--- config.mk ---
export PLATFORM = sky130hd
export DESIGN_NAME = ieu
export DESIGN_NICKNAME = d
export VERILOG_FILES = /design/src/verilog/procyon_types.sv /design/src/verilog/ieu_id.sv /design/src/verilog/ieu_ex.sv /design/src/verilog/ieu.sv
export VERILOG_INCLUDE_DIRS = /design/src /design/src/include
export SDC_FILE = /design/constraint.sdc
export NUM_CORES = 1
export LEC_CHECK = 0
export ABC_AREA = 1
export BUFFER_PORTS_ARGS = -buffer_cell sky130_fd_sc_hd__buf_2
export CORE_UTILIZATION = 38
export CTS_CLUSTER_SIZE = 10
export DETAILED_ROUTE_END_ITERATION = 8
export GPL_TIMING_DRIVEN = 0
export PLACE_DENSITY = 0.53
export SYNTH_ARGS = -nofsm -noshare
export SYNTH_HDL_FRONTEND = slang
export SYNTH_SLANG_ARGS = --single-unit
export TNS_END_PERCENT = 1
--- constraint.sdc ---
create_clock -name clk -period 4.5 [get_ports clk]
set_input_delay 0.675 -clock clk [delete_from_list [all_inputs] [get_ports clk]]
set_output_delay 0.675 -clock clk [all_outputs]
set_load 0.1 [all_outputs]
--- src/include/common.svh ---
/* Procyon common widths
   Bit widths shared by the core's type package */
`ifndef COMMON_SVH
`define COMMON_SVH

`define PROCYON_DATA_WIDTH   32
`define PROCYON_ADDR_WIDTH   32
`define PROCYON_TAG_WIDTH    6
`define PROCYON_OPCODE_WIDTH 7

`endif

--- src/verilog/procyon_types.sv ---
/* Procyon types package
   Width typedefs, RV32I opcode and branch encodings, ALU function enum */
`include "common.svh"

package procyon_types;

    localparam int DATA_WIDTH     = `PROCYON_DATA_WIDTH;
    localparam int ADDR_WIDTH     = `PROCYON_ADDR_WIDTH;
    localparam int TAG_WIDTH      = `PROCYON_TAG_WIDTH;
    localparam int OPCODE_WIDTH   = `PROCYON_OPCODE_WIDTH;
    localparam int SHAMT_WIDTH    = 5;
    localparam int ALU_FUNC_WIDTH = 4;

    // Size of one instruction in bytes, for the return address
    localparam int INSN_BYTES     = 4;

    typedef logic [DATA_WIDTH-1:0]   procyon_data_t;
    typedef logic [ADDR_WIDTH-1:0]   procyon_addr_t;
    typedef logic [TAG_WIDTH-1:0]    procyon_tag_t;
    typedef logic [OPCODE_WIDTH-1:0] procyon_opcode_t;
    typedef logic [SHAMT_WIDTH-1:0]  procyon_shamt_t;

    typedef enum logic [ALU_FUNC_WIDTH-1:0] {
        ALU_ADD  = 4'd0,
        ALU_SUB  = 4'd1,
        ALU_AND  = 4'd2,
        ALU_OR   = 4'd3,
        ALU_XOR  = 4'd4,
        ALU_SLL  = 4'd5,
        ALU_SRL  = 4'd6,
        ALU_SRA  = 4'd7,
        ALU_SLT  = 4'd8,
        ALU_SLTU = 4'd9
    } procyon_alu_func_t;

    // RV32I major opcodes handled by the integer unit
    localparam procyon_opcode_t OPCODE_OP     = 7'b0110011;
    localparam procyon_opcode_t OPCODE_OPIMM  = 7'b0010011;
    localparam procyon_opcode_t OPCODE_LUI    = 7'b0110111;
    localparam procyon_opcode_t OPCODE_AUIPC  = 7'b0010111;
    localparam procyon_opcode_t OPCODE_JAL    = 7'b1101111;
    localparam procyon_opcode_t OPCODE_JALR   = 7'b1100111;
    localparam procyon_opcode_t OPCODE_BRANCH = 7'b1100011;

    // Branch funct3 encodings
    localparam logic [2:0] BEQ  = 3'b000;
    localparam logic [2:0] BNE  = 3'b001;
    localparam logic [2:0] BLT  = 3'b100;
    localparam logic [2:0] BGE  = 3'b101;
    localparam logic [2:0] BLTU = 3'b110;
    localparam logic [2:0] BGEU = 3'b111;

endpackage

--- src/verilog/ieu_id.sv ---
/* IEU decode stage
   Turns opcode and instruction word into ALU function, operands and flags */
module ieu_id
    import procyon_types::*;
(
    input  logic              i_valid,
    input  procyon_opcode_t   i_opcode,
    input  procyon_data_t     i_insn,
    input  procyon_addr_t     i_iaddr,
    input  procyon_data_t     i_src_a,
    input  procyon_data_t     i_src_b,
    input  procyon_tag_t      i_tag,

    output procyon_alu_func_t o_alu_func,
    output procyon_data_t     o_src_a,
    output procyon_data_t     o_src_b,
    output procyon_addr_t     o_iaddr,
    output procyon_data_t     o_imm_b,
    output procyon_shamt_t    o_shamt,
    output procyon_tag_t      o_tag,
    output logic              o_jmp,
    output logic              o_br,
    output logic              o_valid
);

    logic [2:0]    funct3;
    logic          funct7_b5;
    logic          br_negate;
    procyon_data_t imm_i;
    procyon_data_t imm_u;
    procyon_data_t imm_j;

    // Shared funct3 decode for OP and OP-IMM
    function automatic procyon_alu_func_t alu_decode(input logic [2:0] f3,
                                                     input logic       sub_en,
                                                     input logic       sra_en);
        case (f3)
            3'b000:  return sub_en ? ALU_SUB : ALU_ADD;
            3'b001:  return ALU_SLL;
            3'b010:  return ALU_SLT;
            3'b011:  return ALU_SLTU;
            3'b100:  return ALU_XOR;
            3'b101:  return sra_en ? ALU_SRA : ALU_SRL;
            3'b110:  return ALU_OR;
            default: return ALU_AND;
        endcase
    endfunction

    assign funct3    = i_insn[14:12];
    assign funct7_b5 = i_insn[30];
    assign br_negate = (funct3 == BNE) || (funct3 == BGE) || (funct3 == BGEU);

    assign imm_i = {{20{i_insn[31]}}, i_insn[31:20]};
    assign imm_u = {i_insn[31:12], 12'b0};
    assign imm_j = {{12{i_insn[31]}}, i_insn[19:12], i_insn[20], i_insn[30:21], 1'b0};

    // Branch offset, added to iaddr in EX
    assign o_imm_b = {{20{i_insn[31]}}, i_insn[7], i_insn[30:25], i_insn[11:8], 1'b0};

    assign o_iaddr = i_iaddr;
    assign o_tag   = i_tag;
    assign o_valid = i_valid;

    always_comb begin
        o_alu_func = ALU_ADD;
        o_src_a    = i_src_a;
        o_src_b    = i_src_b;
        o_shamt    = i_src_b[SHAMT_WIDTH-1:0];
        o_jmp      = 1'b0;
        o_br       = 1'b0;

        case (i_opcode)
            OPCODE_OP: begin
                o_alu_func = alu_decode(funct3, funct7_b5, funct7_b5);
            end
            OPCODE_OPIMM: begin
                o_alu_func = alu_decode(funct3, 1'b0, funct7_b5);
                o_src_b    = imm_i;
                o_shamt    = i_insn[24:20];
            end
            OPCODE_LUI: begin
                o_src_a = '0;
                o_src_b = imm_u;
            end
            OPCODE_AUIPC: begin
                o_src_a = i_iaddr;
                o_src_b = imm_u;
            end
            OPCODE_JAL: begin
                o_src_a = i_iaddr;
                o_src_b = imm_j;
                o_shamt = '0;
                o_jmp   = 1'b1;
            end
            OPCODE_JALR: begin
                // Shamt bit 0 asks EX to clear target bit 0
                o_src_b = imm_i;
                o_shamt = SHAMT_WIDTH'(1);
                o_jmp   = 1'b1;
            end
            OPCODE_BRANCH: begin
                o_br    = 1'b1;
                o_shamt = {br_negate, {(SHAMT_WIDTH-1){1'b0}}};
                case (funct3)
                    BEQ, BNE:   o_alu_func = ALU_SUB;
                    BLT, BGE:   o_alu_func = ALU_SLT;
                    BLTU, BGEU: o_alu_func = ALU_SLTU;
                    default:    o_alu_func = ALU_SUB;
                endcase
            end
            default: begin
                o_alu_func = ALU_ADD;
            end
        endcase
    end

endmodule

--- src/verilog/ieu_ex.sv ---
/* IEU execute stage
   ALU, branch comparator and target adder feeding the CDB registers */
module ieu_ex
    import procyon_types::*;
(
    input  procyon_alu_func_t i_alu_func,
    input  procyon_data_t     i_src_a,
    input  procyon_data_t     i_src_b,
    input  procyon_addr_t     i_iaddr,
    input  procyon_data_t     i_imm_b,
    input  procyon_shamt_t    i_shamt,
    input  procyon_tag_t      i_tag,
    input  logic              i_jmp,
    input  logic              i_br,
    input  logic              i_valid,

    output procyon_data_t     o_data,
    output procyon_addr_t     o_addr,
    output procyon_tag_t      o_tag,
    output logic              o_redirect,
    output logic              o_valid
);

    procyon_data_t alu_res;
    procyon_addr_t br_target;
    procyon_addr_t ret_addr;
    procyon_addr_t jmp_target;
    logic          br_cond;
    logic          br_taken;

    always_comb begin
        case (i_alu_func)
            ALU_ADD:  alu_res = i_src_a + i_src_b;
            ALU_SUB:  alu_res = i_src_a - i_src_b;
            ALU_AND:  alu_res = i_src_a & i_src_b;
            ALU_OR:   alu_res = i_src_a | i_src_b;
            ALU_XOR:  alu_res = i_src_a ^ i_src_b;
            ALU_SLL:  alu_res = i_src_a << i_shamt;
            ALU_SRL:  alu_res = i_src_a >> i_shamt;
            ALU_SRA:  alu_res = $signed(i_src_a) >>> i_shamt;
            ALU_SLT:  alu_res = DATA_WIDTH'($signed(i_src_a) < $signed(i_src_b));
            ALU_SLTU: alu_res = DATA_WIDTH'(i_src_a < i_src_b);
            default:  alu_res = i_src_a + i_src_b;
        endcase
    end

    // BEQ/BNE compare through SUB, the others through SLT/SLTU
    assign br_cond  = (i_alu_func == ALU_SUB) ? (alu_res == '0) : alu_res[0];

    // Top shamt bit inverts the outcome for BNE, BGE and BGEU
    assign br_taken = i_br & (br_cond ^ i_shamt[SHAMT_WIDTH-1]);

    assign br_target = i_iaddr + i_imm_b;
    assign ret_addr  = i_iaddr + ADDR_WIDTH'(INSN_BYTES);

    // Jump target from the ALU adder, bit 0 dropped for JALR
    assign jmp_target = {alu_res[DATA_WIDTH-1:1], alu_res[0] & ~i_shamt[0]};

    always_comb begin
        if (i_jmp) begin
            o_data = ret_addr;
            o_addr = jmp_target;
        end else if (i_br) begin
            o_data = '0;
            o_addr = br_taken ? br_target : i_iaddr;
        end else begin
            o_data = alu_res;
            o_addr = i_iaddr;
        end
    end

    // No prediction, so every taken control transfer redirects
    assign o_redirect = i_jmp | br_taken;
    assign o_tag      = i_tag;
    assign o_valid    = i_valid;

endmodule

--- src/verilog/ieu.sv ---
/* Integer execution unit
   ID and EX stages with pipeline registers, result written to the CDB */
module ieu
    import procyon_types::*;
(
    input  logic            clk,
    input  logic            n_rst,

    input  logic            i_flush,

    input  logic            i_fu_valid,
    input  procyon_opcode_t i_fu_opcode,
    input  procyon_addr_t   i_fu_iaddr,
    input  procyon_data_t   i_fu_insn,
    input  procyon_data_t   i_fu_src_a,
    input  procyon_data_t   i_fu_src_b,
    input  procyon_tag_t    i_fu_tag,

    // Common data bus
    output logic            o_cdb_en,
    output logic            o_cdb_redirect,
    output procyon_data_t   o_cdb_data,
    output procyon_addr_t   o_cdb_addr,
    output procyon_tag_t    o_cdb_tag
);

    procyon_alu_func_t id_alu_func;
    procyon_data_t     id_src_a;
    procyon_data_t     id_src_b;
    procyon_addr_t     id_iaddr;
    procyon_data_t     id_imm_b;
    procyon_shamt_t    id_shamt;
    procyon_tag_t      id_tag;
    logic              id_jmp;
    logic              id_br;
    logic              id_valid;

    procyon_alu_func_t id_alu_func_q;
    procyon_data_t     id_src_a_q;
    procyon_data_t     id_src_b_q;
    procyon_addr_t     id_iaddr_q;
    procyon_data_t     id_imm_b_q;
    procyon_shamt_t    id_shamt_q;
    procyon_tag_t      id_tag_q;
    logic              id_jmp_q;
    logic              id_br_q;
    logic              id_valid_q;

    procyon_data_t     ex_data;
    procyon_addr_t     ex_addr;
    procyon_tag_t      ex_tag;
    logic              ex_redirect;
    logic              ex_valid;

    procyon_data_t     ex_data_q;
    procyon_addr_t     ex_addr_q;
    procyon_tag_t      ex_tag_q;
    logic              ex_redirect_q;
    logic              ex_valid_q;

    ieu_id u_ieu_id (
        .i_valid    (i_fu_valid),
        .i_opcode   (i_fu_opcode),
        .i_insn     (i_fu_insn),
        .i_iaddr    (i_fu_iaddr),
        .i_src_a    (i_fu_src_a),
        .i_src_b    (i_fu_src_b),
        .i_tag      (i_fu_tag),
        .o_alu_func (id_alu_func),
        .o_src_a    (id_src_a),
        .o_src_b    (id_src_b),
        .o_iaddr    (id_iaddr),
        .o_imm_b    (id_imm_b),
        .o_shamt    (id_shamt),
        .o_tag      (id_tag),
        .o_jmp      (id_jmp),
        .o_br       (id_br),
        .o_valid    (id_valid)
    );

    // Flush drops both stages and the operation offered in the same cycle
    always_ff @(posedge clk or negedge n_rst) begin
        if (!n_rst) begin
            id_valid_q <= 1'b0;
            ex_valid_q <= 1'b0;
        end else begin
            id_valid_q <= id_valid & ~i_flush;
            ex_valid_q <= ex_valid & ~i_flush;
        end
    end

    // ID to EX payload
    always_ff @(posedge clk) begin
        id_alu_func_q <= id_alu_func;
        id_src_a_q    <= id_src_a;
        id_src_b_q    <= id_src_b;
        id_iaddr_q    <= id_iaddr;
        id_imm_b_q    <= id_imm_b;
        id_shamt_q    <= id_shamt;
        id_tag_q      <= id_tag;
        id_jmp_q      <= id_jmp;
        id_br_q       <= id_br;
    end

    ieu_ex u_ieu_ex (
        .i_alu_func (id_alu_func_q),
        .i_src_a    (id_src_a_q),
        .i_src_b    (id_src_b_q),
        .i_iaddr    (id_iaddr_q),
        .i_imm_b    (id_imm_b_q),
        .i_shamt    (id_shamt_q),
        .i_tag      (id_tag_q),
        .i_jmp      (id_jmp_q),
        .i_br       (id_br_q),
        .i_valid    (id_valid_q),
        .o_data     (ex_data),
        .o_addr     (ex_addr),
        .o_tag      (ex_tag),
        .o_redirect (ex_redirect),
        .o_valid    (ex_valid)
    );

    // EX to CDB payload
    always_ff @(posedge clk) begin
        ex_data_q     <= ex_data;
        ex_addr_q     <= ex_addr;
        ex_tag_q      <= ex_tag;
        ex_redirect_q <= ex_redirect;
    end

    assign o_cdb_en       = ex_valid_q;
    // Redirect only qualifies a live result
    assign o_cdb_redirect = ex_valid_q & ex_redirect_q;
    assign o_cdb_data     = ex_data_q;
    assign o_cdb_addr     = ex_addr_q;
    assign o_cdb_tag      = ex_tag_q;

endmodule

==> out/summary.json <==
{
  "status": {"value": "finished, final reports clean"},
  "post-route-drc-count": {"value": 0},
  "post_synth_inst_count": {"value": 3239},
  "layout_worst_path_cycle_share": {"value": 0.973},
  "finalHoldViolCount": {"value": 0},
  "vdd_ir_drop_max": {"value": 0.378, "unit": "mV"},
  "count_of_final_max_slew_check_failures": {"value": 0},
  "hold_end": {"value": "id_imm_b_q[3]$_DFF_P_"},
  "cts.clk_slew.worst_paths": {"value": 0.09, "unit": "ns"},
  "hold_path_startpoint": {"value": "i_fu_insn[10]"},
  "synthDistinctLibCells": {"value": 48},
  "cap_viol_max_count": {"value": 0},
  "route.vias.total": {"value": 23400},
  "routed_via_density": {"value": 5.71},
  "clkSinkCount": {"value": 198},
  "largest_family_of_logic_cells_by_synthesized_area": {"value": "simple AND/OR/NAND/NOR gates"},
  "clock_latency": {"value": 0.48, "unit": "ns"},
  "place.port_buffers": {"value": 209},
  "slowest_stage_cell_on_the_critical_path": {"value": "dfxtp_1"},
  "r2r-end": {"value": "o_cdb_addr[21]$_DFF_P_"},
  "layoutNonFillerInstCount": {"value": 4099},
  "arrival": {"value": 4.78, "unit": "ns"},
  "power.leakage": {"value": 0.0116, "unit": "uW"},
  "final_layout_size_suffix_gt1_frac": {"value": 0.115},
  "ctsLongestPathBuffers": {"value": 2},
  "cp.required": {"value": 4.91, "unit": "ns"},
  "num_rows": {"value": 80},
  "flow.area_growth_from_synthesis": {"value": 13.6, "unit": "%"},
  "placedCellCount": {"value": 4063},
  "post_synth_xor_area_fraction": {"value": 0.0150},
  "r2r_start": {"value": "id_src_a_q[17]$_DFF_P_"},
  "period_minus_slack": {"value": 4.38, "unit": "ns"},
  "dpl.hpwl": {"value": 83700, "unit": "um"},
  "finish.net_count": {"value": 3746},
  "grt_antenna_before_repair": {"value": 1},
  "synth.mux.area_fraction": {"value": 0},
  "worstHoldPathCells": {"value": 1},
  "groute.usage.overall": {"value": 0.390},
  "ys_seq_area_frac": {"value": 0.213},
  "first_pass_grt_wire_length": {"value": 140000, "unit": "um"},
  "numCtsBuffers": {"value": 17},
  "synth_compound_area_frac": {"value": 0.104},
  "ant_nets": {"value": 0},
  "critPathCaptureType": {"value": "flip-flop"},
  "ys_warn_count": {"value": 0},
  "powerDensity": {"value": 306, "unit": "nW/um^2"},
  "drtPass1Iterations": {"value": 9},
  "flop_and_latch_count_out_of_synthesis": {"value": 198},
  "worst-slew-pin-transition": {"value": 1.17, "unit": "ns"},
  "critical_path.cell_chain": {"value": "inv_1 > ha_1 > buf_2 > nor2_1 > nand2_1 > nor2_1 > nand3_1 > nand3_1 > nand2_1 > nand3_1 > nand4_1 > nor2_1 > nand2_1 > nor2_1 > nand4_1 > nand2_1 > nand2_1 > nand3_4 > buf_4 > nand3_1 > nand3_1"},
  "post_drt_wl_per_cell": {"value": 24.2, "unit": "um"},
  "core": {"value": 48000, "unit": "um^2"},
  "drt-initial-drc-count": {"value": 3527},
  "post_synth_and_or_nand_nor_area_fraction": {"value": 0.443},
  "mapped_area": {"value": 18600, "unit": "um^2"},
  "setup_viol": {"value": 0},
  "fin_skew": {"value": 0.0202, "unit": "ns"},
  "worstSetupStartpointType": {"value": "flip-flop"},
  "floorplan.initialDensity": {"value": 0.388},
  "grt_start_max_net_pins": {"value": 23},
  "total_power": {"value": 6480, "unit": "uW"},
  "gpl.final_weighted_congestion": {"value": 1.11},
  "fp.dieH": {"value": 223, "unit": "um"},
  "fin_setup_tns": {"value": 0, "unit": "ns"},
  "grt.overflow.total": {"value": 0},
  "critical_path.max_fanout": {"value": 10},
  "dieArea": {"value": 49900, "unit": "um^2"},
  "max_slew_margin": {"value": 0.216},
  "worst_path_largest_cell_delay": {"value": 0.58, "unit": "ns"},
  "fmax": {"value": 228, "unit": "MHz"},
  "root_cell_of_the_clock_tree": {"value": "clkbuf_16"},
  "layout.core_utilization": {"value": 0.440},
  "worst-r2r-setup-slack": {"value": 0.12, "unit": "ns"},
  "boundaryPins": {"value": 217},
  "post_synth_fa_ha_maj_area_fraction": {"value": 0.0885},
  "syn-mean-instance-area": {"value": 5.75, "unit": "um^2"},
  "synth_nets": {"value": 3514},
  "tritoncts": {"value": "done"},
  "diodes": {"value": 0},
  "worstRegToRegCells": {"value": 21},
  "criticalPathCategory": {"value": "reg -> reg"},
  "min-delay-path-class": {"value": "in -> reg"},
  "cts_htree_levels": {"value": 4},
  "first_global_vias": {"value": 21200},
  "die_width": {"value": 223, "unit": "um"},
  "wl": {"value": 99100, "unit": "um"}
}
## layout by cell type (no fill, tap or decap), types with 5 or more instances in the layout
| cell type | n |
|---|---|
| nand2_1 | 980 |
| nand3_1 | 547 |
| inv_1 | 492 |
| buf_2 | 265 |
| nor2_1 | 251 |
| dfxtp_1 | 176 |
| ha_1 | 126 |
| a21oi_1 | 109 |
| o21ai_0 | 80 |
| o22ai_1 | 65 |
| nand4_1 | 44 |
| clkbuf_1 | 37 |
| nor3_1 | 25 |
| nand2_2 | 23 |
| xor2_1 | 23 |
| dfxtp_2 | 20 |
| clkbuf_16 | 17 |
| o211ai_1 | 16 |
| buf_4 | 13 |
| buf_1 | 11 |
| nor2_2 | 10 |
| o221ai_1 | 9 |
| buf_6 | 9 |
| xnor2_1 | 9 |
| a32o_1 | 9 |
| o21ai_1 | 8 |
| inv_2 | 8 |
| nand3b_1 | 8 |
| and2_1 | 8 |
| o21bai_1 | 8 |
| nor4_1 | 7 |
| or2_2 | 7 |
| clkinv_8 | 6 |
| a31oi_1 | 5 |
| o31ai_1 | 5 |
## synth_stat cells (all sizes together)
cell type	number	area, um^2
a21o	4	30.0
nand3	551	2780
and3	1	6.26
o21bai	8	60.1
xor2	23	201
a31oi	5	31.3
nand2	1003	3810
nor3	26	135
a32o	9	90.1
dfxtp	196	3920
buf	88	508
a21oi	109	546
and2	8	50.1
a21boi	5	37.5
o31ai	5	37.5
inv	501	1880
nand4	44	275
clkbuf	39	149
o21ai	88	440
dfrtp	2	50.1
o21a	4	30.0
o211ai	16	120
fa	3	60.1
o22ai	65	407
o221ai	9	78.8
nor2	263	1020
nor4	7	43.8
xnor2	9	78.8
nor3b	3	22.5
a22o	3	26.3
or2	7	43.8
nand3b	8	60.1
ha	127	1590
## metrics by stage
stage                     hold WS [ns]  worst slack (ns)  cell area (um^2)
after floorplan                  0.310              1.61             18600
after global placement           0.315             0.127             20400
after detailed placement         0.315            0.0855             20400
after CTS                        0.255            0.0368             21100
after global routing             0.272          -0.00178             21200
final                            0.284             0.121             21200
## flip-flops by register name (all words and copies together) (netlist names), 5 cells and up
name,count
o_cdb_addr,32
o_cdb_tag,6
id_shamt_q,5
id_iaddr_q,32
id_src_a_q,32
o_cdb_data,32
id_src_b_q,32
id_tag_q,6
id_imm_b_q,12
## repair_timing
item                                    in CTS  in global routing
endpoints found under the hold margin        2                  0
hold buffers                                 1                  0
resized for setup                            0                 36
setup buffers                                0                  3
endpoints found under the setup margin       0                 32
## critical path: cells and delay by family, from the launching register on
family | cells | cell delay, ns
fa+ha+maj | 1 | 0.29
buf+inv | 3 | 0.52
flops | 1 | 0.58
simple gates | 17 | 2.94
## metal layers
layer | track usage | vias up | wire, um
met4 | 0.155 | 4 | 4150
met5 | 0 | - | 66
met3 | 0.113 | 191 | 12700
met2 | 0.552 | 1514 | 39200
met1 | 0.549 | 10800 | 42900
li1 | - | 10900 | -
## logic make-up after synthesis
family	Yosys count
xor+xnor	32
flops	198
fa+ha+maj	130
buf+inv	628
simple gates	1921
compound gates	330
## cell type report
| cell class | count | area [um^2] |
|---|---|---|
| flip-flops and latches | 198 | 4000 |
| multi-input cells | 2413 | 12100 |
| well taps | 615 | 769 |
| inverters | 501 | 1880 |
| plain buffers | 127 | 663 |
| repair buffers | 213 | 1080 |
| fillers | 5393 | 26900 |
| clock buffers | 18 | 429 |
| clock inverters | 14 | 181 |
## worst max path at each step
stage,start,to,slack (ns),cells past startpoint
2_1_floorplan,id_src_a_q[5]$_DFF_P_,o_cdb_addr[13]$_DFF_P_,1.61,26
3_3_place_gp,id_src_a_q[31]$_DFF_P_,o_cdb_addr[9]$_DFF_P_,0.13,22
3_5_place_dp,id_src_a_q[0]$_DFF_P_,o_cdb_addr[14]$_DFF_P_,0.09,25
4_1_cts,id_src_a_q[0]$_DFF_P_,o_cdb_addr[13]$_DFF_P_,0.04,25
5_1_grt,id_src_a_q[0]$_DFF_P_,o_cdb_addr[21]$_DFF_P_,-0.002,24
6_report,id_src_a_q[17]$_DFF_P_,o_cdb_addr[21]$_DFF_P_,0.12,21
## power by group
group	switching [uW]	internal, uW	total, uW
Clock	804	755	1560
Sequential	155	1910	2060
Combinational	2180	681	2860
Total	3140	3350	6480
No activity file was read; power rests on OpenSTA's default activity.
